**src/hw/tx_defines.svh**
```systemverilog
// tx bit interface widths, depths, queue count and start pulse length
`ifndef TX_DEFINES_SVH
`define TX_DEFINES_SVH

// stream and frame buffer word width
`define TX_DATA_W 64
// frame buffer address width
`define TX_BUF_AW 10
// word count field of a descriptor
`define TX_LEN_W 13

// descriptor queues
`define TX_NUM_Q 4
`define TX_QIDX_W 2
`define TX_DESC_DEPTH 64
// occupancy count, one bit wider than the pointers
`define TX_CNT_W 7

// mac sequence number
`define TX_SN_W 10
// start pulse stretch, in clk cycles
`define TX_START_LEN 6
// auto-start threshold address
`define TX_TH_W 10

`endif

```
**src/hw/tx_pkg.sv**
```systemverilog
// tx bit interface shared types: descriptor, buffer write request, controller states
`include "tx_defines.svh"

package tx_pkg;

    // host descriptor, one per frame
    // prio and sn come from the linux stack
    typedef struct packed {
        logic [1:0]              prio;
        logic [`TX_SN_W-1:0]     sn;
        // reserved
        logic [1:0]              spare;
        logic [3:0]              retrans_limit;
        logic                    need_ack;
        // frame length in stream words
        logic [`TX_LEN_W-1:0]    len;
    } tx_desc_t;

    // one write into port a of the frame buffer
    typedef struct packed {
        logic                    en;
        logic [`TX_BUF_AW-1:0]   addr;
        logic [`TX_DATA_W-1:0]   data;
    } buf_wr_t;

    // frame loader states
    typedef enum logic [1:0] {
        // idle, looking for an eligible queue
        wait_chance = 2'd0,
        // descriptor pop in flight
        fetch       = 2'd1,
        // pulling stream words into the buffer
        load        = 2'd2,
        // frame in the buffer, waiting for the phy
        wait_end    = 2'd3
    } ctl_state_t;

endpackage

```
**src/hw/buf_write_port.sv**
```systemverilog
// buf_write_port: port a arbitration between loader and xpu, with auto-start pulse
`include "tx_defines.svh"

module buf_write_port (
    input  logic                  clk,
    input  logic                  rstn,
    input  tx_pkg::buf_wr_t       loader_wr,
    input  tx_pkg::buf_wr_t       xpu_wr,
    input  logic                  ack_tx_flag,
    input  logic                  retrans_in_progress,
    input  logic                  auto_start_mode,
    input  logic [`TX_TH_W-1:0]   num_dma_symbol_th,
    output tx_pkg::buf_wr_t       ram_wr,
    output logic                  xpu_owns,
    output logic                  start
);

    logic                     th_match;
    logic [`TX_START_LEN-1:0] start_sr;

    // xpu holds the port for the whole ack or retransmission
    assign xpu_owns = ack_tx_flag | retrans_in_progress;
    assign ram_wr   = xpu_owns ? xpu_wr : loader_wr;

    // only a real write to the threshold address counts
    assign th_match = ram_wr.en && (ram_wr.addr == num_dma_symbol_th);

    // shift the match along to stretch it
    always_ff @(posedge clk) begin
        if (!rstn) begin
            start_sr <= '0;
        end else begin
            start_sr <= {start_sr[`TX_START_LEN-2:0], th_match};
        end
    end

    // auto-start off means the mac starts the phy itself
    assign start = auto_start_mode & (|start_sr);

endmodule

```
**config.mk**
```make
export PLATFORM = sky130hd
export DESIGN_NAME = buf_write_port
export DESIGN_NICKNAME = d
export VERILOG_FILES = /design/src/hw/tx_pkg.sv /design/src/hw/buf_write_port.sv
export VERILOG_INCLUDE_DIRS = /design/src /design/src/hw
export SDC_FILE = /design/constraint.sdc
export NUM_CORES = 1
export LEC_CHECK = 0
export ABC_AREA = 1
export ABC_CLOCK_PERIOD_IN_PS = 1230
export BUFFER_PORTS_ARGS = -buffer_cell sky130_fd_sc_hd__buf_2
export CAP_MARGIN = 20
export CORE_AREA = 8 8 87 89
export DETAILED_ROUTE_END_ITERATION = 8
export DIE_AREA = 0 0 95 97
export PLACE_DENSITY = 0.81
export REMOVE_ABC_BUFFERS = 1
export SLEW_MARGIN = 30
export SYNTH_ARGS = -nofsm -noshare
export SYNTH_HDL_FRONTEND = slang
export SYNTH_SLANG_ARGS = --single-unit
```
**constraint.sdc**
```tcl
create_clock -name clk -period 1.23 [get_ports clk]
set_input_delay 0.0615 -clock clk [delete_from_list [all_inputs] [get_ports clk]]
set_output_delay 0.0615 -clock clk [all_outputs]
set_load 0.01 [all_outputs]
```
==> qor.csv <==
stage;metric;value;unit
setup_path;cp.required;1.17;ns
power;peakVddDrop;0.330;mV
final_layout;final_area;2780;um^2
min_path;whs_path_depth;3;
sta;tightest_slew;0.360;ns
grt;grt_start_max_net_pins;64;
floorplanning;die_area;9220;um^2
sta;final_hold_viol_count;0;
placement;portBuffers;241;
floorplanning;start_util;23.8;%
setup_path;path_class;register to output port;
placement;place_area;2720;um^2
setup_path;start_kind;register;
status;violations;setup timing;
status;outcome;finished with violations;
sta;timing.final.crit_share;108;%
final_layout;multi_input_area;1160;um^2
route;finalWirelength;8750;um
logic_synthesis;avgSynthCellArea;4.53;um^2
clocking;htree_levels;1;
power;power_density;522;nW/um^2
placement;dp.cells;633;
grt;track_usage;17.7;%
min_path;hold_path_class;input port to register;
route;vias;2741;
setup_path;endpoint_kind;output port;
clocking;numCtsBuffers;3;
sta;maxSlewViolCount;0;
sta;clock_skew;0.00261;ns
grt;grt_pass1_vias;2810;
clocking;root_buffer;clkbuf_8;
route;drt-initial-drc-count;88;
sta;relSlewSlack;76.0;%
setup_path;r2r-end;start_sr[3];
setup_path;rrSetupSlack;0.72;ns
final_layout;drive_above_1_share;47.4;%
placement;routabilityCongestion;0.898;
logic_synthesis;syn-instance-count;326;
final_layout;reg_top3;start_sr x6;
clocking;post_cts_buffers;0;
floorplanning;core-area;6200;um^2
run;max_cap_viol_count;0;
sta;period_needed;1.33;ns
final_layout;fillers;660;
clocking;clk_latency;0.21;ns
floorplanning;ioPinCount;242;
sta;setup_viol;1;
floorplanning;fp.dieH;97;um
logic_synthesis;syn-cell-area;1480;um^2
floorplanning;die_w;95;um
logic_synthesis;synth_cell_type_count;21;
power;leakage;2.02;nW
logic_synthesis;seq_area_frac_synth;8.14;%
min_path;min-delay-start;rstn;
sta;max_freq;752;MHz
grt;antenna_found_initial;1;
final_layout;largest_reg_flops;6;
floorplanning;row_count;29;
route;final_antenna_net_count;0;
setup_path;timing.rr.start;start_sr[2];
clocking;cts_sinks;6;
final_layout;largest-register;start_sr;
logic_synthesis;yosysWarnings;0;
route;first_pass_iters;4;
sta;fin_ws;-0.0992;ns
logic_synthesis;synth-seq-cells;6;
sta;rsz0062_at_grt;true;
setup_path;crit_fanout;2;
final_layout;fin_nets;726;
grt;overflow;0;
final_layout;layout.area.seq;120;um^2
setup_path;ff2ff_path_depth;2;
clocking;clockBufferDepth;2;
min_path;min_to;start_sr[4];
route;vias_per_cell;4.30;
route;drc_errors;0;
route;routedWlPerCell;13.7;um
placement;hpwlAfterDp;7760;um
final_layout;layoutNonFillerInstCount;638;
clocking;path_clk_slew;0.04;ns
grt;grt_pass1_wl;13300;um
final_layout;syn2layout_area_growth;88.7;%
setup_path;cp.arrival;1.27;ns
clocking;cts_tree;yes;
area by class of cell:
type / instances / share of cell area, %
tap: 77 / 3.46
clock buffer: 3 / 1.48
inverter: 23 / 3.10
timing repair buffer: 246 / 45.7
sequential: 6 / 4.31
antenna: 2 / 0.180
multi-input combinational: 281 / 41.8
cell usage in the layout, fill, tap and decap left out:
master and n:
nand2_1 248, buf_2 241, inv_1 22, nand3_1 10
dfxtp_1 6, nand2_2 4, nor2_1 4, nand2_4 3
nand3b_1 3, clkbuf_8 3, diode_2 2, buf_4 2
buf_12 2, inv_2 1, nor2_4 1, o21ai_0 1
or2_2 1, or2_4 1, o41ai_2 1, nand3_2 1
nor2_2 1, a21boi_2 1, nor3_2 1, buf_6 1
metal layers:
metal  vias to the layer above  wire length (um)  global-route usage, %
li1                       1430                 -                      -
met1                      1172              3470                   20.1
met2                       127              4200                   30.6
met3                        12               949                   5.72
met4                         0               127                   4.33
met5                         -                 0                      0
cells in the mapped netlist (all sizes together):
library cell | count | share of area [%]
nand2 | 255 | 67
buf | 16 | 7.9
inv | 23 | 5.9
or2 | 2 | 0.85
nor2 | 6 | 2.2
nand3b | 3 | 1.5
a21boi | 1 | 0.76
o21ai | 1 | 0.34
nor3 | 1 | 0.68
dfxtp | 6 | 8.1
o41ai | 1 | 0.59
nand3 | 11 | 4.1
power by group:
part / internal [mW] / leakage, nW / switching (mW) / total, mW
Clock: 0.209 / 0.0216 / 0.0708 / 0.280
Sequential: 0.196 / 0.0483 / 0.0000195 / 0.196
Combinational: 0.457 / 1.95 / 0.522 / 0.978
through the flow:
step	setup WS (ns)	hold slack [ns]	util [%]	setup TNS, ns	total power, mW
after global placement	0.0365	0.320	43.9	0	1.17
after CTS	-0.0455	0.105	44.7	-0.0455	1.47
after detailed placement	0.0457	0.329	43.9	0	1.18
after global routing	-0.132	0.116	44.8	-0.132	1.59
final	-0.0992	0.112	44.9	-0.0992	1.45
after floorplan	-0.590	0.159	-	-5.37	0.626
worst max-delay path: stages (launching register included):
cell and delay (ns):
dfxtp_1 0.30, or2_2 0.31, o41ai_2 0.24, inv_1 0.07, buf_2 0.14
repair_timing:
action	CTS	global route
endpoints found under the hold margin	0	0
gates resized for setup	2	1
cloned	0	0
pin swaps	1	0
endpoints found under the setup margin	1	48
hold buffers	0	0
worst max path at each step:
stage | from | end | slack (ns) | depth (start not counted)
CTS | start_sr[5] | start | -0.05 | 4
finish | start_sr[1] | start | -0.1 | 4
global placement | retrans_in_progress | start_sr[0] | 0.04 | 9
detailed placement | retrans_in_progress | start_sr[0] | 0.05 | 9
global route | start_sr[4] | start | -0.13 | 4
floorplan | retrans_in_progress | start_sr[0] | -0.59 | 6
cell families after synthesis:
| family | Yosys count | share of synthesized area (%) |
|---|---|---|
| simple gates | 278 | 76.4 |
| flops | 6 | 8.14 |
| compound gates | 3 | 1.70 |
| buf+inv | 39 | 13.7 |
(Power assumes the default switching activity.)
