File: config.mk
export PLATFORM = sky130hd
export DESIGN_NAME = tx_ctrl
export DESIGN_NICKNAME = d
export VERILOG_FILES = /design/src/hw/tx_pkg.sv /design/src/hw/tx_ctrl.sv
export VERILOG_INCLUDE_DIRS = /design/src /design/src/hw
export SDC_FILE = /design/constraint.sdc
export NUM_CORES = 1
export LEC_CHECK = 0
export BUFFER_PORTS_ARGS = -buffer_cell sky130_fd_sc_hd__buf_2
export CORE_UTILIZATION = 39
export DETAILED_ROUTE_END_ITERATION = 8
export GPL_TIMING_DRIVEN = 0
export HOLD_SLACK_MARGIN = 0.05
export PLACE_DENSITY = 0.79
export REMOVE_ABC_BUFFERS = 1
export SETUP_SLACK_MARGIN = 0.15
export SLEW_MARGIN = 20
export SYNTH_ARGS = -nofsm -noshare
export SYNTH_HDL_FRONTEND = slang
export SYNTH_SLANG_ARGS = --single-unit
File: constraint.sdc
create_clock -name clk -period 2.86 [get_ports clk]
set_clock_uncertainty 0.05 [all_clocks]
set_input_delay 0 -clock clk [delete_from_list [all_inputs] [get_ports clk]]
set_output_delay 0 -clock clk [all_outputs]
set_load 0.1 [all_outputs]
File: src/hw/tx_defines.svh
// tx bit interface widths, depths, queue count and start pulse length
`ifndef TX_DEFINES_SVH
`define TX_DEFINES_SVH

// stream and frame buffer word width
`define TX_DATA_W 64
// frame buffer address width
`define TX_BUF_AW 10
// word count field of a descriptor
`define TX_LEN_W 13

// descriptor queues
`define TX_NUM_Q 4
`define TX_QIDX_W 2
`define TX_DESC_DEPTH 64
// occupancy count, one bit wider than the pointers
`define TX_CNT_W 7

// mac sequence number
`define TX_SN_W 10
// start pulse stretch, in clk cycles
`define TX_START_LEN 6
// auto-start threshold address
`define TX_TH_W 10

`endif

File: src/hw/tx_pkg.sv
// tx bit interface shared types: descriptor, buffer write request, controller states
`include "tx_defines.svh"

package tx_pkg;

    // host descriptor, one per frame
    // prio and sn come from the linux stack
    typedef struct packed {
        logic [1:0]              prio;
        logic [`TX_SN_W-1:0]     sn;
        // reserved
        logic [1:0]              spare;
        logic [3:0]              retrans_limit;
        logic                    need_ack;
        // frame length in stream words
        logic [`TX_LEN_W-1:0]    len;
    } tx_desc_t;

    // one write into port a of the frame buffer
    typedef struct packed {
        logic                    en;
        logic [`TX_BUF_AW-1:0]   addr;
        logic [`TX_DATA_W-1:0]   data;
    } buf_wr_t;

    // frame loader states
    typedef enum logic [1:0] {
        // idle, looking for an eligible queue
        wait_chance = 2'd0,
        // descriptor pop in flight
        fetch       = 2'd1,
        // pulling stream words into the buffer
        load        = 2'd2,
        // frame in the buffer, waiting for the phy
        wait_end    = 2'd3
    } ctl_state_t;

endpackage

File: src/hw/tx_ctrl.sv
// tx_ctrl: strict-priority queue scheduler and frame loader into the tx buffer
`include "tx_defines.svh"

module tx_ctrl (
    input  logic                    clk,
    input  logic                    rstn,
    input  tx_pkg::tx_desc_t        head [`TX_NUM_Q],
    input  logic [`TX_NUM_Q-1:0]    empty,
    input  logic [`TX_NUM_Q-1:0]    high_tx_allowed,
    input  logic                    tx_bb_is_ongoing,
    input  logic                    xpu_owns,
    input  logic                    tx_end,
    input  logic                    tx_try_complete,
    input  logic [`TX_DATA_W-1:0]   s_axis_data,
    input  logic                    s_axis_emptyn,
    output logic [`TX_NUM_Q-1:0]    pop,
    output logic                    ask,
    output tx_pkg::buf_wr_t         loader_wr,
    output logic [`TX_QIDX_W-1:0]   tx_queue_idx,
    output logic                    tx_pkt_need_ack,
    output logic [3:0]              tx_pkt_retrans_limit,
    output logic [`TX_SN_W-1:0]     tx_pkt_sn,
    output logic [1:0]              linux_prio
);

    localparam int unsigned QW = `TX_QIDX_W;

    tx_pkg::ctl_state_t   state;
    tx_pkg::tx_desc_t     cur_desc;
    tx_pkg::tx_desc_t     head_sel;
    logic [`TX_LEN_W-1:0] wr_cnt;
    logic                 accept;
    logic                 pick_valid;
    logic [QW-1:0]        pick_idx;

    // lowest allowed non-empty queue wins
    always_comb begin
        pick_valid = 1'b0;
        pick_idx   = '0;
        for (int q = `TX_NUM_Q - 1; q >= 0; q--) begin
            if (high_tx_allowed[q] && !empty[q]) begin
                pick_valid = 1'b1;
                pick_idx   = QW'(q);
            end
        end
    end

    assign head_sel = head[tx_queue_idx];
    assign accept   = ask & s_axis_emptyn;

    always_ff @(posedge clk) begin
        if (!rstn) begin
            state        <= tx_pkg::wait_chance;
            pop          <= '0;
            ask          <= 1'b0;
            wr_cnt       <= '0;
            tx_queue_idx <= '0;
            cur_desc     <= '0;
        end else begin
            pop <= '0;
            case (state)
                tx_pkg::wait_chance: begin
                    wr_cnt <= '0;
                    // hold off while the phy or the xpu is busy
                    if (pick_valid && !tx_bb_is_ongoing && !xpu_owns) begin
                        pop[pick_idx] <= 1'b1;
                        tx_queue_idx  <= pick_idx;
                        state         <= tx_pkg::fetch;
                    end
                end
                tx_pkg::fetch: begin
                    // head still valid, pop retires it at this edge
                    cur_desc <= head_sel;
                    if (head_sel.len != '0) begin
                        ask   <= 1'b1;
                        state <= tx_pkg::load;
                    end else begin
                        state <= tx_pkg::wait_end;
                    end
                end
                tx_pkg::load: begin
                    if (accept) begin
                        wr_cnt <= wr_cnt + 1'b1;
                        // last word taken
                        if (wr_cnt == cur_desc.len - 1'b1) begin
                            ask   <= 1'b0;
                            state <= tx_pkg::wait_end;
                        end
                    end
                end
                tx_pkg::wait_end: begin
                    if (tx_end) begin
                        state <= tx_pkg::wait_chance;
                    end
                end
                default: begin
                    state <= tx_pkg::wait_chance;
                end
            endcase
        end
    end

    // buffer write, one cycle behind the stream handshake
    always_ff @(posedge clk) begin
        if (!rstn) begin
            loader_wr.en <= 1'b0;
        end else begin
            loader_wr.en <= accept;
        end
    end

    always_ff @(posedge clk) begin
        loader_wr.addr <= wr_cnt[`TX_BUF_AW-1:0];
        loader_wr.data <= s_axis_data;
    end

    // snapshot for the mac once a try is over
    always_ff @(posedge clk) begin
        if (!rstn) begin
            tx_pkt_sn  <= '0;
            linux_prio <= '0;
        end else if (tx_try_complete) begin
            tx_pkt_sn  <= cur_desc.sn;
            linux_prio <= cur_desc.prio;
        end
    end

    assign tx_pkt_need_ack      = cur_desc.need_ack;
    assign tx_pkt_retrans_limit = cur_desc.retrans_limit;

endmodule

==> results.md <==
- Outcome: complete, no violations
- Average via count per standard cell: 4.81
- Number of nets with antenna violations after detailed routing: 0
- Root Driver: clkbuf_16
- Initial antenna violation count: 3
- Number of distinct library cells after synthesis: 54
- Slew Limit Headroom: 0.424
- Final-report setup violation count: 0
- Highest-count cells in the layout ignoring fill and taps: 297 x buf_2, 137 x dfxtp_1, 132 x dlygate4sd3_1, 53 x nor2b_1, 46 x mux2i_1
- Overflow after GRT: 0
- Met1 Routed Length: 6610 µm
- Number of enable flip-flop cells after synthesis: 0
- Synth async-reset ratio: 0
- Number of levels in the clock H-tree: 4
- Startpoint of the most critical hold path: head[40]
- Via count of the first global-routing pass: 5,319
- Count of pins over their slew limit: 0
- Primary flip-flop cell chosen by synthesis mapping: dfxtp_1
- Number of buffers added by the clock tree synthesis step: 17
- Seq/Total Area, Yosys: 0.508
- Hold Crit Depth: 4
- Startpoint of the most critical register-to-register path: cur_desc[0]
- Proportion of netlist area held by the largest area contributor: 0.508
- Tightest Pin Transition: 0.864 ns
- Critical Path End Type: flip-flop
- Critical path data arrival time: roughly 2.9 ns
- Final core area utilization: 0.675
- Initial standard-cell utilization of the core: 0.407
- Most common library cell in the layout ignoring fill and taps: buf_2
- Register-to-Register Path Depth: 8
- Core region area: 13,500 µm²
- Clk buf depth: 2
- Syn. warnings: 0
- Endpoints failing hold: 0
- Top layer reached by signal wires: met4
- Total design power: roughly 6.8 mW
- Static leakage: 4.09 nW
- Starting DRC count in detailed routing: 145
- Metal3 WL: 1080 µm
- Via count of the routed design: around 5,200
- IR drop worst, VDD: about 0.00050 V
- Post-Route Setup TNS: 0 ns
- Final worst-path cycle share: 0.910
- Sinks on Clock Net: 139
- Met2 WL post-DR: roughly 9300 µm
- Terminus of the critical flop-to-flop path: ask
- Overall Global Routing Usage: 0.245
- Top fanout value on the critical path: 5
- RSZ-0062 raised after global routing: no
- Count of TritonRoute iterations in the first routing pass: 4
- Maximum number of pins on one net before global-route repair: 59
- Number of top-level design ports: 306
- Routed WL: 17,700 µm
- Kind of critical path: reg -> reg
- Critical path required time: 3.11 ns
- Startpoint class of the critical path: flip-flop
- Number of I/O port buffers: between 200 and 300
- Reported max-cap violation count: 0
- Global-route wire length before repair: 26,600 µm
- Upper clock frequency limit: about 0.38 GHz
- Worst reg2reg setup slack: 0.26 ns
- Post-synth design cell area: 5480 µm²
- Area of the die: between 10,000 and 15,000 µm²
- Syn Area/Cell: 11.9 µm²
- Nets: ~1,100
- Growth of design area from synthesis to finish: 65.7%
- Path class of the lowest-slack min-delay path: in -> reg
- Library cell occupying the most area in the post-synthesis netlist: dfxtp_1
- Hold Crit Endpoint: cur_desc[8]
- Post-route worst hold slack: around 0.073 ns
- Total of flip-flops plus latches after synthesis: 139
- Die span in y: roughly 120 µm
- WL/cell: 16.4 µm
- Power density cells: 748 nW/µm²
- Clk slew on worst S/H paths: 0.06 ns
- Die X: between 100 and 150 µm
- Detail Placement HPWL: between 10,000 and 15,000 µm
- Area post-placement: around 7000 µm²
- Count of standard-cell rows: 42
- Ratio of cells with drive above 1 in the final layout: 0.420
- Final Critical Period: between 2 and 3 ns
- Detailed-route DRC error count: 0
- Clock latency of the later-clocked register in the worst-skew pair: 0.41 ns
- Clock tree from TritonCTS: yes
- Biggest area contributors in the synthesized netlist: dfxtp_1 51%, mux4_2 12%, mux2i_1 8.4%
- GPL Wtd Cong: about 0.8
- Final standard cell area without fillers: just over 9000 µm²
- Post-Syn Instances: about 460
[metrics by stage]
stage | setup slack [ns] | cells
2_1_floorplan | -0.806 | 434
3_3_place_gp | -0.762 | 907
3_5_place_dp | 0.262 | 909
4_1_cts | 0.205 | 1073
5_1_grt | 0.166 | 1076
6_report | 0.258 | 1076
[worst max-delay path, cell delays in order, from the launching register on]
cell	delay, ns
dfxtp_1	0.38
inv_1	0.09
ha_1	0.22
or4b_1	0.48
or4_4	0.51
xnor2_2	0.16
nor2_1	0.15
nand3_1	0.14
o31a_1	0.31
[final cells by class]
cell class / count / area [µm²]
multi-input combinational: 287 / 2560
clock inverter: 13 / 180
inverter: 8 / 30.0
clock buffer: 19 / 443
tap: 176 / 220
sequential: 139 / 2790
fill: 992 / 4380
timing repair buffer: 431 / 2850
antenna: 3 / 7.51
[how the worst max path moves through the flow]
stage | start | to | slack (ns) | cells past startpoint
after floorplan | tx_queue_idx[0] | ask | -0.81 | 6
after global placement | tx_queue_idx[0] | ask | -0.76 | 6
after detailed placement | tx_queue_idx[0] | ask | 0.26 | 7
after CTS | xpu_owns | state[0] | 0.20 | 9
after global routing | cur_desc[0] | ask | 0.17 | 8
final | cur_desc[0] | ask | 0.26 | 8
[state kept, by name (all words and copies together), names as in the netlist, 2 cells and up]
name                  count
pop                       4
state                     2
tx_queue_idx              2
loader_wr                75
wr_cnt                   13
cur_desc                 25
tx_pkt_sn                10
tx_pkt_retrans_limit      4
linux_prio                2
[Yosys cell counts (6+ instances only)]
master and number:
dfxtp_1 139, nor2b_1 53, mux2i_1 46, mux4_2 30, xor2_1 18, nor2_1 17, clkbuf_1 14, nand2_1 14
nand3_1 12, a21oi_1 8, inv_1 8, nand4_1 7, nor3_1 7, ha_1 6, o21ai_0 6, or3_1 6
xnor2_1 6
[power by group]
part | leakage [nW] | internal, mW | switching [mW] | total [mW]
registers | 1.15 | 2.12 | 0.172 | 2.29
clock network | 0.299 | 1.42 | 0.869 | 2.29
logic | 2.64 | 0.856 | 1.36 | 2.21
[metal layers]
metal	up-vias	GRT usage
met5	-	0
met4	0	0.131
met3	41	0.0675
met2	224	0.455
met1	2411	0.247
li1	2502	-
[what timing repair did]
item / in CTS / in global routing
setup endpoints to repair: 0 / 2
resized for setup: 0 / 4
buffers inserted: 0 / 0
endpoints found under the hold margin: 105 / 0
hold buffers: 132 / 0
[cell families (layout without fill, tap and decap cells)]
family	count (synthesis)	in the layout	share of synthesized area
simple gates	147	147	0.159
flops	139	139	0.508
mux	76	76	0.207
buf+inv	35	471	0.0288
compound gates	33	33	0.0416
xor+xnor	25	25	0.0413
fa+ha+maj	6	6	0.0137
other cells	0	3	0
No activity file was read; power rests on OpenSTA's default activity.
